File: config.mk
export PLATFORM = sky130hd
export DESIGN_NAME = lsu_top
export DESIGN_NICKNAME = d
export VERILOG_FILES = /design/src/hw/lsu_pkg.sv /design/src/hw/lsu_ctrl.sv /design/src/hw/lsu_wr_align.sv /design/src/hw/lsu_rd_align.sv /design/src/hw/lsu_top.sv
export SDC_FILE = /design/constraint.sdc
export NUM_CORES = 1
export LEC_CHECK = 0
export BUFFER_PORTS_ARGS = -buffer_cell sky130_fd_sc_hd__clkbuf_2
export CORE_ASPECT_RATIO = 0.8
export CORE_MARGIN = 8
export CORE_UTILIZATION = 56
export DETAILED_ROUTE_END_ITERATION = 8
export PLACE_DENSITY = 0.95
export SLEW_MARGIN = 20
export SYNTH_ARGS = -nofsm -noshare
export SYNTH_HDL_FRONTEND = slang
export SYNTH_SLANG_ARGS = --single-unit
File: constraint.sdc
create_clock -name clk -period 7.6 [get_ports clk]
set_clock_uncertainty 0.2 [all_clocks]
set_input_delay 0.76 -clock clk [delete_from_list [all_inputs] [get_ports clk]]
set_output_delay 0.76 -clock clk [all_outputs]
set_load 0.005 [all_outputs]
File: src/hw/lsu_pkg.sv
// Fixed 32-bit data path and a depth of two; data type code 3 decodes as a word
`default_nettype none

package lsu_pkg;

  ////////////////////////////////////////////////////////////////////
  // Widths
  ////////////////////////////////////////////////////////////////////

  localparam int DATA_W    = 32;              // Data and address width
  localparam int BE_W      = DATA_W / 8;      // One enable per byte lane
  localparam int OFFS_W    = 2;               // Byte offset within a word

  // Outstanding transaction limit and its counter width
  localparam int LSU_DEPTH = 2;
  localparam int CNT_W     = 2;               // Must hold LSU_DEPTH itself

  ////////////////////////////////////////////////////////////////////
  // Data type codes
  ////////////////////////////////////////////////////////////////////

  localparam logic [1:0] DT_BYTE = 2'd0;
  localparam logic [1:0] DT_HALF = 2'd1;
  localparam logic [1:0] DT_WORD = 2'd2;      // Code 3 falls back to word

  // One memory word, seen as byte lanes or as halfwords
  // Lane 0 is the least significant byte in both views
  typedef union packed {
    logic [BE_W-1:0][7:0]   b;                // Byte lanes
    logic [BE_W/2-1:0][15:0] h;               // Halfword lanes
  } lsu_word_u;

endpackage : lsu_pkg

`default_nettype wire

File: src/hw/lsu_ctrl.sv
// Responses must come in order and at least one cycle after their grant; no error path
`default_nettype none

module lsu_ctrl import lsu_pkg::*;
(
  input  logic clk,
  input  logic rst_n,

  input  logic data_req_i,                    // EX stage wants a transfer
  input  logic mem_gnt_i,                     // Memory accepts the request
  input  logic mem_rvalid_i,                  // Response for oldest transfer

  output logic trans_valid_o,                 // Request towards memory
  output logic ready_ex_o,                    // EX may advance
  output logic ready_wb_o,                    // WB may advance
  output logic wb_update_o,                   // Load WB control registers
  output logic busy_o
);

  logic [CNT_W-1:0] cnt_q;                    // Outstanding transfers
  logic [CNT_W-1:0] next_cnt;
  logic             count_up;                 // Accepted request
  logic             count_down;               // Received response

  ////////////////////////////////////////////////////////////////////
  // Request gating and readiness
  ////////////////////////////////////////////////////////////////////

  // Never issue once the limit is reached
  assign trans_valid_o = data_req_i && (cnt_q < CNT_W'(LSU_DEPTH));

  // WB free when empty, else only as its response arrives
  assign ready_wb_o = (cnt_q == '0) ? 1'b1 : mem_rvalid_i;

  // EX and WB move in lock step once WB holds a transfer
  always_comb
  begin
    if (!data_req_i)
      ready_ex_o = 1'b1;                      // Nothing to do in EX
    else if (cnt_q == CNT_W'(0))
      ready_ex_o = trans_valid_o && mem_gnt_i;
    else if (cnt_q == CNT_W'(1))
      ready_ex_o = mem_rvalid_i && trans_valid_o && mem_gnt_i;
    else
      ready_ex_o = mem_rvalid_i;              // Full, wait for a slot
  end

  assign wb_update_o = ready_ex_o && data_req_i;

  // Busy while anything is in flight or about to be
  assign busy_o = (cnt_q != '0) || trans_valid_o;

  ////////////////////////////////////////////////////////////////////
  // Outstanding counter
  ////////////////////////////////////////////////////////////////////

  assign count_up   = trans_valid_o && mem_gnt_i;
  assign count_down = mem_rvalid_i;

  always_comb
  begin
    case ({count_up, count_down})
      2'b10:   next_cnt = cnt_q + CNT_W'(1);
      2'b01:   next_cnt = cnt_q - CNT_W'(1);
      default: next_cnt = cnt_q;              // Idle, or one in and one out
    endcase
  end

  always_ff @(posedge clk or negedge rst_n)
  begin
    if (!rst_n)
    begin
      cnt_q <= '0;
    end
    else
    begin
      cnt_q <= next_cnt;
    end
  end

endmodule : lsu_ctrl

`default_nettype wire

File: src/hw/lsu_wr_align.sv
// Purely combinational; second phase of a split access comes from the core with data_misaligned_i
`default_nettype none

module lsu_wr_align import lsu_pkg::*;
(
  input  logic              data_req_i,
  input  logic [1:0]        data_type_i,        // Byte, half or word
  input  logic              data_misaligned_i,  // Second phase of a split access
  input  logic              prepost_useincr_i,  // Add operand b
  input  logic [DATA_W-1:0] operand_a_i,
  input  logic [DATA_W-1:0] operand_b_i,
  input  logic [DATA_W-1:0] wdata_i,            // Store data, LSB aligned

  output logic [DATA_W-1:0] addr_o,
  output logic [BE_W-1:0]   be_o,
  output logic [DATA_W-1:0] wdata_o,
  output logic [OFFS_W-1:0] addr_offs_o,        // Byte offset for the read path
  output logic              misaligned_o        // First phase needs a second one
);

  logic [DATA_W-1:0] addr_int;                  // Unaligned effective address
  logic [OFFS_W-1:0] addr_offs;
  lsu_word_u         wdata_src;
  lsu_word_u         wdata_rot;

  ////////////////////////////////////////////////////////////////////
  // Address
  ////////////////////////////////////////////////////////////////////

  assign addr_int  = prepost_useincr_i ? (operand_a_i + operand_b_i) : operand_a_i;
  assign addr_offs = addr_int[OFFS_W-1:0];

  // Second phase always starts at the word boundary
  assign addr_o      = data_misaligned_i ? {addr_int[DATA_W-1:OFFS_W], {OFFS_W{1'b0}}}
                                         : addr_int;
  assign addr_offs_o = addr_offs;

  ////////////////////////////////////////////////////////////////////
  // Byte enables
  ////////////////////////////////////////////////////////////////////

  always_comb
  begin
    case (data_type_i)
      DT_BYTE:
      begin
        be_o = BE_W'(1) << addr_offs;           // Single lane
      end
      DT_HALF:
      begin
        if (data_misaligned_i)
          be_o = 4'b0001;                       // Upper byte spills into next word
        else
        begin
          case (addr_offs)
            2'd0:    be_o = 4'b0011;
            2'd1:    be_o = 4'b0110;
            2'd2:    be_o = 4'b1100;
            default: be_o = 4'b1000;            // Lower byte only, rest in phase two
          endcase
        end
      end
      default:
      begin
        // Word, phase one covers the top lanes and phase two the rest
        case ({data_misaligned_i, addr_offs})
          3'b000:  be_o = 4'b1111;
          3'b001:  be_o = 4'b1110;
          3'b010:  be_o = 4'b1100;
          3'b011:  be_o = 4'b1000;
          3'b101:  be_o = 4'b0001;
          3'b110:  be_o = 4'b0011;
          3'b111:  be_o = 4'b0111;
          default: be_o = 4'b0000;              // Aligned word has no second phase
        endcase
      end
    endcase
  end

  ////////////////////////////////////////////////////////////////////
  // Store data rotation
  ////////////////////////////////////////////////////////////////////

  assign wdata_src = wdata_i;

  // Rotate left by the offset, lane i takes source lane i - offs
  always_comb
  begin
    for (int i = 0; i < BE_W; i++)
    begin
      wdata_rot.b[i] = wdata_src.b[OFFS_W'(i) - addr_offs];
    end
  end

  assign wdata_o = wdata_rot;

  // Split detection, only on a first phase
  always_comb
  begin
    misaligned_o = 1'b0;
    if (data_req_i && !data_misaligned_i)
    begin
      case (data_type_i)
        DT_BYTE: misaligned_o = 1'b0;           // Bytes never cross a word
        DT_HALF: misaligned_o = (addr_offs == 2'd3);
        default: misaligned_o = (addr_offs != 2'd0);
      endcase
    end
  end

endmodule : lsu_wr_align

`default_nettype wire

File: src/hw/lsu_rd_align.sv
// Load result valid only in the rvalid cycle or from the held copy; one split load at a time
`default_nettype none

module lsu_rd_align import lsu_pkg::*;
(
  input  logic              clk,
  input  logic              rst_n,

  input  logic              wb_update_i,        // Transfer moves into WB
  input  logic [1:0]        data_type_i,
  input  logic              data_sign_ext_i,
  input  logic              data_we_i,
  input  logic [OFFS_W-1:0] addr_offs_i,
  input  logic              data_misaligned_i,  // Second phase in EX
  input  logic              misaligned_i,       // First phase of a split in EX

  input  logic              mem_rvalid_i,
  input  logic [DATA_W-1:0] mem_rdata_i,

  output logic [DATA_W-1:0] rdata_o             // To register file
);

  // WB control, captured with the request
  logic [1:0]        data_type_q;
  logic [OFFS_W-1:0] rdata_offs_q;
  logic              sign_ext_q;
  logic              we_q;

  logic [DATA_W-1:0] rdata_q;                   // Held result or first half
  lsu_word_u         resp_w;
  lsu_word_u         held_w;

  logic [15:0]       half_sel;
  logic [7:0]        byte_sel;
  logic [DATA_W-1:0] rdata_w_ext;
  logic [DATA_W-1:0] rdata_h_ext;
  logic [DATA_W-1:0] rdata_b_ext;
  logic [DATA_W-1:0] rdata_ext;

  // Extension helpers, sgn low gives zero extension
  function automatic logic [DATA_W-1:0] ext16(input logic [15:0] val, input logic sgn);
    return {{(DATA_W-16){sgn & val[15]}}, val};
  endfunction

  function automatic logic [DATA_W-1:0] ext8(input logic [7:0] val, input logic sgn);
    return {{(DATA_W-8){sgn & val[7]}}, val};
  endfunction

  always_ff @(posedge clk or negedge rst_n)
  begin
    if (!rst_n)
    begin
      data_type_q  <= DT_BYTE;
      rdata_offs_q <= '0;
      sign_ext_q   <= 1'b0;
      we_q         <= 1'b0;
    end
    else if (wb_update_i)                       // Granted, response still to come
    begin
      data_type_q  <= data_type_i;
      rdata_offs_q <= addr_offs_i;
      sign_ext_q   <= data_sign_ext_i;
      we_q         <= data_we_i;
    end
  end

  ////////////////////////////////////////////////////////////////////
  // Field selection and extension
  ////////////////////////////////////////////////////////////////////

  assign resp_w = mem_rdata_i;
  assign held_w = rdata_q;

  // Split word, low lanes come from the held first response
  always_comb
  begin
    case (rdata_offs_q)
      2'd0:    rdata_w_ext = resp_w;
      2'd1:    rdata_w_ext = {resp_w.b[0], held_w.b[3], held_w.b[2], held_w.b[1]};
      2'd2:    rdata_w_ext = {resp_w.h[0], held_w.h[1]};
      default: rdata_w_ext = {resp_w.b[2], resp_w.b[1], resp_w.b[0], held_w.b[3]};
    endcase
  end

  always_comb
  begin
    case (rdata_offs_q)
      2'd0:    half_sel = resp_w.h[0];
      2'd1:    half_sel = {resp_w.b[2], resp_w.b[1]};
      2'd2:    half_sel = resp_w.h[1];
      default: half_sel = {resp_w.b[0], held_w.b[3]};  // Crosses into next word
    endcase
  end

  assign byte_sel    = resp_w.b[rdata_offs_q];
  assign rdata_h_ext = ext16(half_sel, sign_ext_q);
  assign rdata_b_ext = ext8(byte_sel, sign_ext_q);

  always_comb
  begin
    case (data_type_q)
      DT_BYTE: rdata_ext = rdata_b_ext;
      DT_HALF: rdata_ext = rdata_h_ext;
      default: rdata_ext = rdata_w_ext;
    endcase
  end

  ////////////////////////////////////////////////////////////////////
  // Held data
  ////////////////////////////////////////////////////////////////////

  always_ff @(posedge clk or negedge rst_n)
  begin
    if (!rst_n)
    begin
      rdata_q <= '0;
    end
    else if (mem_rvalid_i && !we_q)
    begin
      // Raw word while a split is in progress, final value otherwise
      if (data_misaligned_i || misaligned_i)
        rdata_q <= mem_rdata_i;
      else
        rdata_q <= rdata_ext;
    end
  end

  assign rdata_o = mem_rvalid_i ? rdata_ext : rdata_q;

endmodule : lsu_rd_align

`default_nettype wire

File: src/hw/lsu_top.sv
// At most two transfers in flight; the core controller must issue the second phase of split accesses
`default_nettype none

module lsu_top import lsu_pkg::*;
(
  input  logic              clk,
  input  logic              rst_n,

  // EX stage request
  input  logic              data_req_i,
  input  logic              data_we_i,
  input  logic [1:0]        data_type_i,
  input  logic              data_sign_ext_i,
  input  logic              data_misaligned_i,
  input  logic              prepost_useincr_i,
  input  logic [DATA_W-1:0] operand_a_i,
  input  logic [DATA_W-1:0] operand_b_i,
  input  logic [DATA_W-1:0] wdata_i,

  // Memory side
  output logic              mem_req_o,
  input  logic              mem_gnt_i,
  output logic [DATA_W-1:0] mem_addr_o,
  output logic              mem_we_o,
  output logic [BE_W-1:0]   mem_be_o,
  output logic [DATA_W-1:0] mem_wdata_o,
  input  logic              mem_rvalid_i,
  input  logic [DATA_W-1:0] mem_rdata_i,

  // To the core
  output logic [DATA_W-1:0] lsu_rdata_o,
  output logic              lsu_misaligned_o,
  output logic              lsu_ready_ex_o,
  output logic              lsu_ready_wb_o,
  output logic              busy_o
);

  logic              trans_valid;
  logic              wb_update;
  logic [OFFS_W-1:0] addr_offs;

  assign mem_req_o = trans_valid;
  assign mem_we_o  = data_we_i;                 // Write flag passes straight out

  lsu_ctrl u_ctrl (
    .clk           (clk),
    .rst_n         (rst_n),
    .data_req_i    (data_req_i),
    .mem_gnt_i     (mem_gnt_i),
    .mem_rvalid_i  (mem_rvalid_i),
    .trans_valid_o (trans_valid),
    .ready_ex_o    (lsu_ready_ex_o),
    .ready_wb_o    (lsu_ready_wb_o),
    .wb_update_o   (wb_update),
    .busy_o        (busy_o)
  );

  lsu_wr_align u_wr_align (
    .data_req_i        (data_req_i),
    .data_type_i       (data_type_i),
    .data_misaligned_i (data_misaligned_i),
    .prepost_useincr_i (prepost_useincr_i),
    .operand_a_i       (operand_a_i),
    .operand_b_i       (operand_b_i),
    .wdata_i           (wdata_i),
    .addr_o            (mem_addr_o),
    .be_o              (mem_be_o),
    .wdata_o           (mem_wdata_o),
    .addr_offs_o       (addr_offs),
    .misaligned_o      (lsu_misaligned_o)
  );

  lsu_rd_align u_rd_align (
    .clk               (clk),
    .rst_n             (rst_n),
    .wb_update_i       (wb_update),
    .data_type_i       (data_type_i),
    .data_sign_ext_i   (data_sign_ext_i),
    .data_we_i         (data_we_i),
    .addr_offs_i       (addr_offs),
    .data_misaligned_i (data_misaligned_i),
    .misaligned_i      (lsu_misaligned_o),
    .mem_rvalid_i      (mem_rvalid_i),
    .mem_rdata_i       (mem_rdata_i),
    .rdata_o           (lsu_rdata_o)
  );

endmodule : lsu_top

`default_nettype wire

## Word level (Yosys, flattened, before mapping)

Cells that the tools add are included.

| storage, ports and cells | value |
|---|---|
| register bits after elaboration | 40 |
| output and inout bits | 106 |
| input port bits | 139 |

| cells by class | value |
|---|---|
| $add $sub $neg | 7 |
| muxes and demuxes | 28 |
| reduce and logical (&&, ||, !) cells | 20 |
| equality and inequality tests | 16 |
| shift operators | 1 |
| order comparisons | 6 |
| bitwise operators | 2 |

Operator list:

| operator | number |
|---|---|
| $mux 32 | 3 |
| $pmux 32 s3 | 1 |
| $bmux 8 s2 | 5 |
| $pmux 32 s2 | 1 |
| $pmux 16 s3 | 1 |
| $mux 8 | 5 |
| $add 32x32->32 | 1 |
| $pmux 4 s7 | 1 |
| $lt 2x3->1 const B | 5 |
| $eq 2x1->1 const B | 6 |
| $pmux 4 s3 | 1 |
| $logic_not 2->1 | 5 |
| $eq 3x3->1 const B | 3 |
| $eq 2x2->1 const B | 4 |
| $pmux 4 s2 | 1 |
| $logic_and 1x1->1 | 7 |
| $eq 3x2->1 const B | 2 |
| $reduce_bool 2->1 | 3 |
| $mux 1 | 5 |
| $mux 4 | 1 |
| $pmux 2 s2 | 1 |
| $shl 1x2->4 const A | 1 |
| $sub 1x2->2 const A | 2 |
| $sub 2x2->2 const A | 2 |
| 10 further kinds | 13 |

## Longest topological paths before layout

Gate-level depths: netlist of run 1.

| logic depth | value |
|---|---|
| depth in word-level cells | 8 |
| gate-level depth with buffers | 15 |

## By module

From an unflattened synthesis of run 1, not the netlist that was laid out.

| unflattened totals | value |
|---|---|
| cell total of the unflattened synthesis | 906 |
| area, all modules | 6,799.0 µm² |

By module, submodules not included:

| module | cells an instance | seq. area each (µm²) | area an instance (µm²) | times used |
|---|---|---|---|---|
| lsu_rd_align | 409 | 950.9 | 3,418.3 | 1 |
| lsu_wr_align | 475 | 0.0 | 3,198.1 | 1 |
| lsu_ctrl | 21 | 50.0 | 175.2 | 1 |
| lsu_top | 1 | 0.0 | 7.5 | 1 |

## Worst setup path after synthesis of run 1

No wires, ideal clock.

| timing | value |
|---|---|
| path type | input-to-output |
| start point | in operand_a_i[0] |
| end point | out mem_be_o[2] |
| data required time | 6,640 ps |
| data arrival time | 3,200 ps |
| path slack | 3,440 ps |
| stages on the path | 13 |
| cells stage by stage | ha_1 -> inv_1 -> fa_1 -> nand2_1 -> o21ai_0 -> buf_1 -> inv_1 -> ha_1 -> clkbuf_1 -> nand2_1 -> nor2_1 -> a21oi_1 -> o21ai_0 |

| on the way | value |
|---|---|
| longest elaborated chain between the ends | 6 |
| elaborated cells on any way between the ends | 17 |
| classes of those cells | add/sub (1); eq/ne (8); shift (1); mux (5); reduce/logical (2) |

Ends and longest elaborated chain:

| what | line | RTL |
|---|---|---|
| start, declared | lsu_top.sv:16 | `input logic [DATA_W-1:0] operand_a_i,` |
| $add 32x32->32 * | lsu_wr_align.sv:30 | `assign addr_int = prepost_useincr_i ? (operand_a_i + operand_b_i) : operand_a_i;` |
| $mux 32 * | lsu_wr_align.sv:30 |  |
| net addr_offs[1] | lsu_top.sv:40 | `logic [OFFS_W-1:0] addr_offs;` |
| $eq 2x2->1, or another cell as far along | lsu_wr_align.sv:55 | `case (addr_offs)` |
| $pmux 4 s3 | lsu_wr_align.sv:55 |  |
| $mux 4 | lsu_wr_align.sv:51 | `if (data_misaligned_i)` |
| $pmux 4 s2 * | lsu_wr_align.sv:44 | `case (data_type_i)` |
| end, declared | lsu_top.sv:25 | `output logic [BE_W-1:0] mem_be_o,` |

The timed path passes the listed nets; every way through them passes the cells marked *.

## Worst setup path in the final report of run 1

| timing | value |
|---|---|
| start point | in prepost_useincr_i |
| end point | out mem_be_o[2] |

| on the way | value |
|---|---|
| longest elaborated chain between the ends | 5 |
| elaborated cells on any way between the ends | 16 |
| classes of those cells | eq/ne (8); shift (1); mux (5); reduce/logical (2) |

Ends and longest elaborated chain:

| what | line | RTL |
|---|---|---|
| start, declared | lsu_top.sv:15 | `input logic prepost_useincr_i,` |
| $mux 32 * | lsu_wr_align.sv:30 |  |
| net addr_offs[0] | lsu_top.sv:40 |  |
| $eq 2x2->1, or another cell as far along | lsu_wr_align.sv:55 |  |
| $pmux 4 s3 | lsu_wr_align.sv:55 |  |
| $mux 4 | lsu_wr_align.sv:51 |  |
| $pmux 4 s2 * | lsu_wr_align.sv:44 |  |

Marked as above.

==> metrics.csv, run 1 <==
metric,value,unit
max_freq,0.220,GHz
clkSlewWorstSetupHoldPaths,0.06,ns
via_per_inst,6.35,
initial_core_util,57.2,%
drt-total-wl,22700,um
drtPass1Iterations,7,
avgSynthCellArea,8.22,sq um
drv_slew,0,
ys_types,63,
start_kind,primary input,
slowest_stage,clkbuf_2,
critPathTopFamily,buffers and inverters,
antenna_found_initial,0,
ir_drop,161,uV
power_leakage,3.91,nW
grt_max_degree,67,
placed_area,7840,sq um
p_per_area,275,nW/um^2
wl_per_cell,19.7,um
setup.worst_path.class,primary input to output port,
async_flop_share,100,%
min_period,4.54,ns
synth_edf_count,0,
drc,0,
ctsHtreeMaxLevel,2,
gp_congestion,0.978,
rows,35,
grt_pass1_vias,7110,
period_share,59.8,%
syn-num-nets,981,
synth-main-ff-cell,dfrtp_1,
cts_resized,0,
detail-route-antenna-nets,0,
postCtsSetupRepairBufs,0,
critPathCaptureType,output port,
cp_common_cell,clkbuf_2,
rsz0062_at_grt,no,
synth_top_area_share,15.2,%
maxCapViolCount,0,
yosysSeqAreaShare,15.2,%
dp_hpwl,18000,um
fin_hold_ws,0.276,ns
timing.setup.tns,0,ns
finalInstanceArea,8020,sq um
tightest_slew,0.946,ns
drive_above_1_share,33.6,%
syn-cell-area,6590,sq um
cp.buffers_inverters,4,
grt_pass1_wl,35800,um
yosysWarnings,0,
cts_buffers,5,
synthCells,802,
core,11500,sq um
portBuffers,244,
cts_buffer_depth,2,
io-pin-count,245,
area_delta_synth_final,21.6,%
cpPeakStageDelay,0.63,ns
nNetsFinal,1181,
status,completed,
vias,7305,
cp_data_required_time,6.64,ns
hp-class,flip-flop to flip-flop,
numClockSinks,40,
die_y,113,um
die_x,137,um
dieArea,15500,sq um
grt_usage,28.1,%
hold_violations,0,
drt_iter0_markers,631,
finalNonFillerCells,1151,
crit_fanout,37,
clk_latency,0.29,ns
synth_seq_cells,40,
cts_tree,done,
hold_buffers,0,
relSlewSlack,37.0,%
finalSetupViolations,0,
overflow,0,
synth.area.top_cells,"dfrtp_1 (15%), mux2i_1 (13%), mux4_2 (11%)",
cp.arrival,3.58,ns
cp_cell_sequence,clkbuf_2 > mux2i_4 > buf_4 > inv_1 > ha_1 > nand2_1 > nor2_1 > a21oi_1 > o21ai_0 > clkbuf_2,
antenna_cells,0,
yosysTopAreaCell,dfrtp_1,
cts-root-buf,clkbuf_16,
dp_cells,1143,
==> worst min-delay path, cell delays in order, from the launching register on <==
cell	delay (ns)
dfrtp_1	0.34
nand2_1	0.04
o21ai_0	0.06
==> worst paths after layout <==
check                                                  startpoint                                      to  slack, ns  cells after the start
max                                             prepost_useincr_i                             mem_be_o[2]       3.06                     10
min                              u_rd_align.held_w[6]$_DFFE_PN0P_        u_rd_align.held_w[6]$_DFFE_PN0P_       0.28                      2
max reg2reg                u_rd_align.rdata_offs_q[1]$_DFFE_PN0P_       u_rd_align.held_w[24]$_DFFE_PN0P_       4.34                      8
min reg2reg                      u_rd_align.held_w[6]$_DFFE_PN0P_        u_rd_align.held_w[6]$_DFFE_PN0P_       0.28                      2
max in group asynchronous                                   rst_n  u_rd_align.rdata_offs_q[0]$_DFFE_PN0P_       6.13                      1
min in group asynchronous                                   rst_n       u_rd_align.held_w[14]$_DFFE_PN0P_       0.41                      1
==> cells by family (layout without fill, tap and decap cells) <==
family / count (synthesis) / in the layout / synth area share, %
AOI/OAI and AO/OA: 262 / 262 / 25.6
xor gates and xnor gates: 24 / 24 / 3.19
adders and majority gates: 40 / 40 / 7.71
buffers and inverters: 72 / 273 / 4.48
DFF: 40 / 40 / 15.2
muxes: 146 / 146 / 28.7
and+or+nand+nor: 218 / 218 / 15.1
==> cell type report <==
type / count / area [sq um]
multi-input cells: 690 / 5340
repair buffers: 251 / 1270
clock buffers: 6 / 129
well taps: 148 / 185
clock inverters: 2 / 35.0
inverters: 14 / 52.6
fillers: 933 / 3500
flip-flops and latches: 40 / 1000
==> cell usage in the layout (no fill, tap or decap), types with 11 or more instances in the layout <==
| master | n |
|---|---|
| a211oi_1 | 29 |
| a21o_1 | 32 |
| a21oi_1 | 85 |
| clkbuf_2 | 243 |
| dfrtp_1 | 38 |
| ha_1 | 39 |
| inv_1 | 14 |
| mux2_2 | 30 |
| mux2i_1 | 83 |
| mux4_2 | 31 |
| nand2_1 | 70 |
| nor2_1 | 74 |
| nor2b_1 | 24 |
| nor3_1 | 11 |
| o21ai_0 | 49 |
| xnor2_1 | 18 |
==> state kept, by name (all words and copies together) (netlist names) <==
signal                   count
u_rd_align.held_w           32
u_rd_align.we_q              1
u_rd_align.rdata_offs_q      2
u_rd_align.data_type_q       2
u_ctrl.cnt_q                 2
u_rd_align.sign_ext_q        1
==> synth_stat cells, types with 14 or more instances <==
cell type and count:
mux2_2 30, o21ai_0 50, ha_1 39, clkbuf_1 34, a21oi_1 86, mux4_2 31
a21o_1 32, xnor2_1 18, a211oi_1 29, nor2_1 74, nor2b_1 24, dfrtp_1 40
mux2i_1 84, inv_1 14, nand2_1 70
==> power by group <==
group	switching [mW]	total (mW)	leakage (nW)	internal [mW]
clock network	0.0852	0.240	0.0808	0.154
registers	0.110	0.428	0.486	0.318
logic	0.828	1.54	3.35	0.710
==> per-stage QoR <==
stage	utilization (%)	setup WS, ns	power [mW]
finish	69.6	3.06	2.21
global route	69.6	2.81	2.39
CTS	69.5	3.06	2.19
floorplan	-	3.44	1.49
detailed placement	68.1	3.06	1.94
global placement	68.1	3.09	1.89
==> routing by layer <==
layer | up-vias | track usage, % | wire length, um
met1 | 3425 | 33.3 | 8490
met5 | - | 0 | 0
li1 | 3415 | - | -
met4 | 0 | 9.54 | 783
met2 | 400 | 47.7 | 11100
met3 | 65 | 7.71 | 2290
Note: power is estimated with default switching activity, not from simulation.
==> inputs of run 2 (changes only) <==
CORE_UTILIZATION = 47   (was 56)
PLACE_DENSITY = 0.87   (was 0.95)
clock period = 3.74 ns   (was 7.6 ns; I/O delays follow)
==> run 2 against run 1 <==
Effect of this change: combinational power grew 100%; largest power group unchanged; design area rose by 2.2%; sequential cell count stayed put; clock-buffer cell count fell by 1.
==> metrics.csv, run 2 (synthesis gave the netlist of run 1 again) <==
metric,value,unit,change
status,completed,,unchanged
use_met3,7.08,%,was 7.71%
grt_max_degree,56,,was 67
antenna_found_initial,2,,was 0
maxCapViolCount,0,,unchanged
drv_slew,0,,unchanged
critPathCaptureType,output port,,unchanged
dieArea,18100,sq um,was 15500 sq um
final_common_cell,clkbuf_2,,unchanged
die_x,148,um,was 137 um
grt_usage,24.0,%,was 28.1%
period_share,90.9,%,
core,13600,sq um,was 11500 sq um
use_met2,40.9,%,was 47.7%
final_cell_mix,"clkbuf_2 (243), a21oi_1 (85), mux2i_1 (83), nor2_1 (74), nand2_1 (70)",,unchanged
p_per_area,574,nW/um^2,was 275 nW/um^2
crit_fanout,3,,was 37
timing.setup.tns,0,ns,unchanged
vias,7325,,was 7305
cp_cell_sequence,clkbuf_2 > ha_1 > inv_1 > fa_1 > nor2b_1 > o31a_1 > o21ai_1 > a21boi_0 > o31ai_1 > a21boi_0 > o311ai_0 > clkbuf_2,,was clkbuf_2 > mux2i_4 > buf_4 > inv_1 > ha_1 > nand2_1 > nor2_1 > a21oi_1 > o21ai_0 > clkbuf_2
relSlewSlack,35.2,%,was 37.0%
drt-total-wl,22800,um,was 22700 um
hp-class,primary input to asynchronous set/reset pin,,was flip-flop to flip-flop
start_kind,primary input,,unchanged
cp.arrival,2.82,ns,was 3.58 ns
cts_buffer_depth,2,,unchanged
grt-busiest-layer,met2,,unchanged
finalSetupViolations,0,,unchanged
grt.met1_usage,29.6,%,was 33.3%
crit_start,operand_a_i[0],,was prepost_useincr_i
cp.depth,12,,was 10
drtPass1Iterations,5,,was 7
dp_hpwl,17900,um,was 18000 um
crit_end,mem_addr_o[16],,was mem_be_o[2]
grt_pass1_wl,35900,um,was 35800 um
dp_cells,1184,,was 1143
hold_violations,0,,unchanged
nNetsFinal,1190,,was 1181
io-pin-count,245,,unchanged
finalInstanceArea,8190,sq um,was 8020 sq um
via_per_inst,6.14,,was 6.35
r2r_start,u_rd_align.data_type_q[1]$_DFFE_PN0P_,,was u_rd_align.rdata_offs_q[1]$_DFFE_PN0P_
drive_above_1_share,34.3,%,was 33.6%
numClockSinks,40,,unchanged
worstReg2RegEnd,u_rd_align.held_w[6]$_DFFE_PN0P_,,was u_rd_align.held_w[24]$_DFFE_PN0P_
cts_tree,done,,unchanged
cpPeakStageDelay,0.38,ns,was 0.63 ns
detail-route-antenna-nets,0,,unchanged
ctsHtreeMaxLevel,2,,unchanged
clkSlewWorstSetupHoldPaths,0.06,ns,about the same
cp_data_required_time,3.17,ns,was 6.64 ns
portBuffers,244,,unchanged
drt_iter0_markers,465,,was 631
min_period,3.40,ns,
max_freq,0.294,GHz,
setup.worst_path.class,primary input to output port,,unchanged
finalNonFillerCells,1193,,was 1151
clk_latency,0.28,ns,was 0.29 ns
cp.buffers_inverters,3,,was 4
overflow,0,,unchanged
grt_pass1_vias,7063,,was 7110
placed_area,7970,sq um,was 7840 sq um
cts_resized,0,,unchanged
gp_congestion,0.921,,was 0.978
rows,38,,was 35
largest_reg_flops,32,,unchanged
cts_buffers,5,,unchanged
rsz0062_at_grt,no,,unchanged
die_y,122,um,was 113 um
slowest_stage,o311ai_0,,was clkbuf_2
initial_core_util,48.3,%,was 57.2%
critPathTopFamily,compound AO/OA/AOI/OAI gates,,was buffers and inverters
reg2reg_depth,9,,was 8
tightest_slew,0.972,ns,was 0.946 ns
r2r_slack,1.42,ns,was 4.34 ns
drc,0,,unchanged
wl_per_cell,19.1,um,was 19.7 um
power_leakage,3.98,nW,was 3.91 nW
hold_buffers,0,,unchanged
ir_drop,311,uV,was 161 uV
area_delta_synth_final,24.3,%,was 21.6%
postCtsSetupRepairBufs,0,,unchanged
cts-root-buf,clkbuf_16,,unchanged
run 2: metrics by stage:
stage	util (%)	hold WS [ns]	worst slack, ns	total power [mW]
2_1_floorplan	-	-0.122	0.242	3.02
3_3_place_gp	58.4	0.262	0.461	3.92
3_5_place_dp	58.4	0.272	0.397	4.02
4_1_cts	60.0	0.117	0.386	4.68
5_1_grt	60.0	0.117	0.172	5.05
6_report	60.0	0.0420	0.342	4.70
run 2: power by group:
part           switching [mW]  leakage [nW]  total [mW]  internal, mW
clock network           0.189         0.104       0.639         0.450
logic                    1.66          3.39        3.15          1.48
registers               0.267         0.486       0.914         0.647
total                    2.12          3.98        4.70          2.58
run 2: area by class of cell:
| class | instances | area (sq um) |
|---|---|---|
| fill | 1178 | 5460 |
| multi-input combinational | 690 | 5330 |
| timing repair buffer | 260 | 1370 |
| sequential | 40 | 1000 |
| tap | 180 | 225 |
| clock buffer | 5 | 125 |
| clock inverter | 3 | 90.1 |
| inverter | 14 | 52.6 |
| antenna | 1 | 2.50 |
run 2: worst min-delay path by stage:
stage	from	to	slack, ns
6_report	rst_n	u_rd_align.held_w[7]$_DFFE_PN0P_	0.04
5_1_grt	rst_n	u_rd_align.held_w[7]$_DFFE_PN0P_	0.12
2_1_floorplan	rst_n	u_ctrl.cnt_q[0]$_DFFE_PN0P_	-0.12
3_3_place_gp	u_rd_align.held_w[3]$_DFFE_PN0P_	u_rd_align.held_w[3]$_DFFE_PN0P_	0.26
4_1_cts	rst_n	u_rd_align.held_w[7]$_DFFE_PN0P_	0.12
3_5_place_dp	u_rd_align.held_w[0]$_DFFE_PN0P_	u_rd_align.held_w[0]$_DFFE_PN0P_	0.27
run 2: per-layer routing:
metal | vias to the layer above | part of all wire [%]
met5 | - | 0.057
met4 | 2 | 2.0
met3 | 32 | 10
met2 | 390 | 48
met1 | 3450 | 40
li1 | 3451 | -
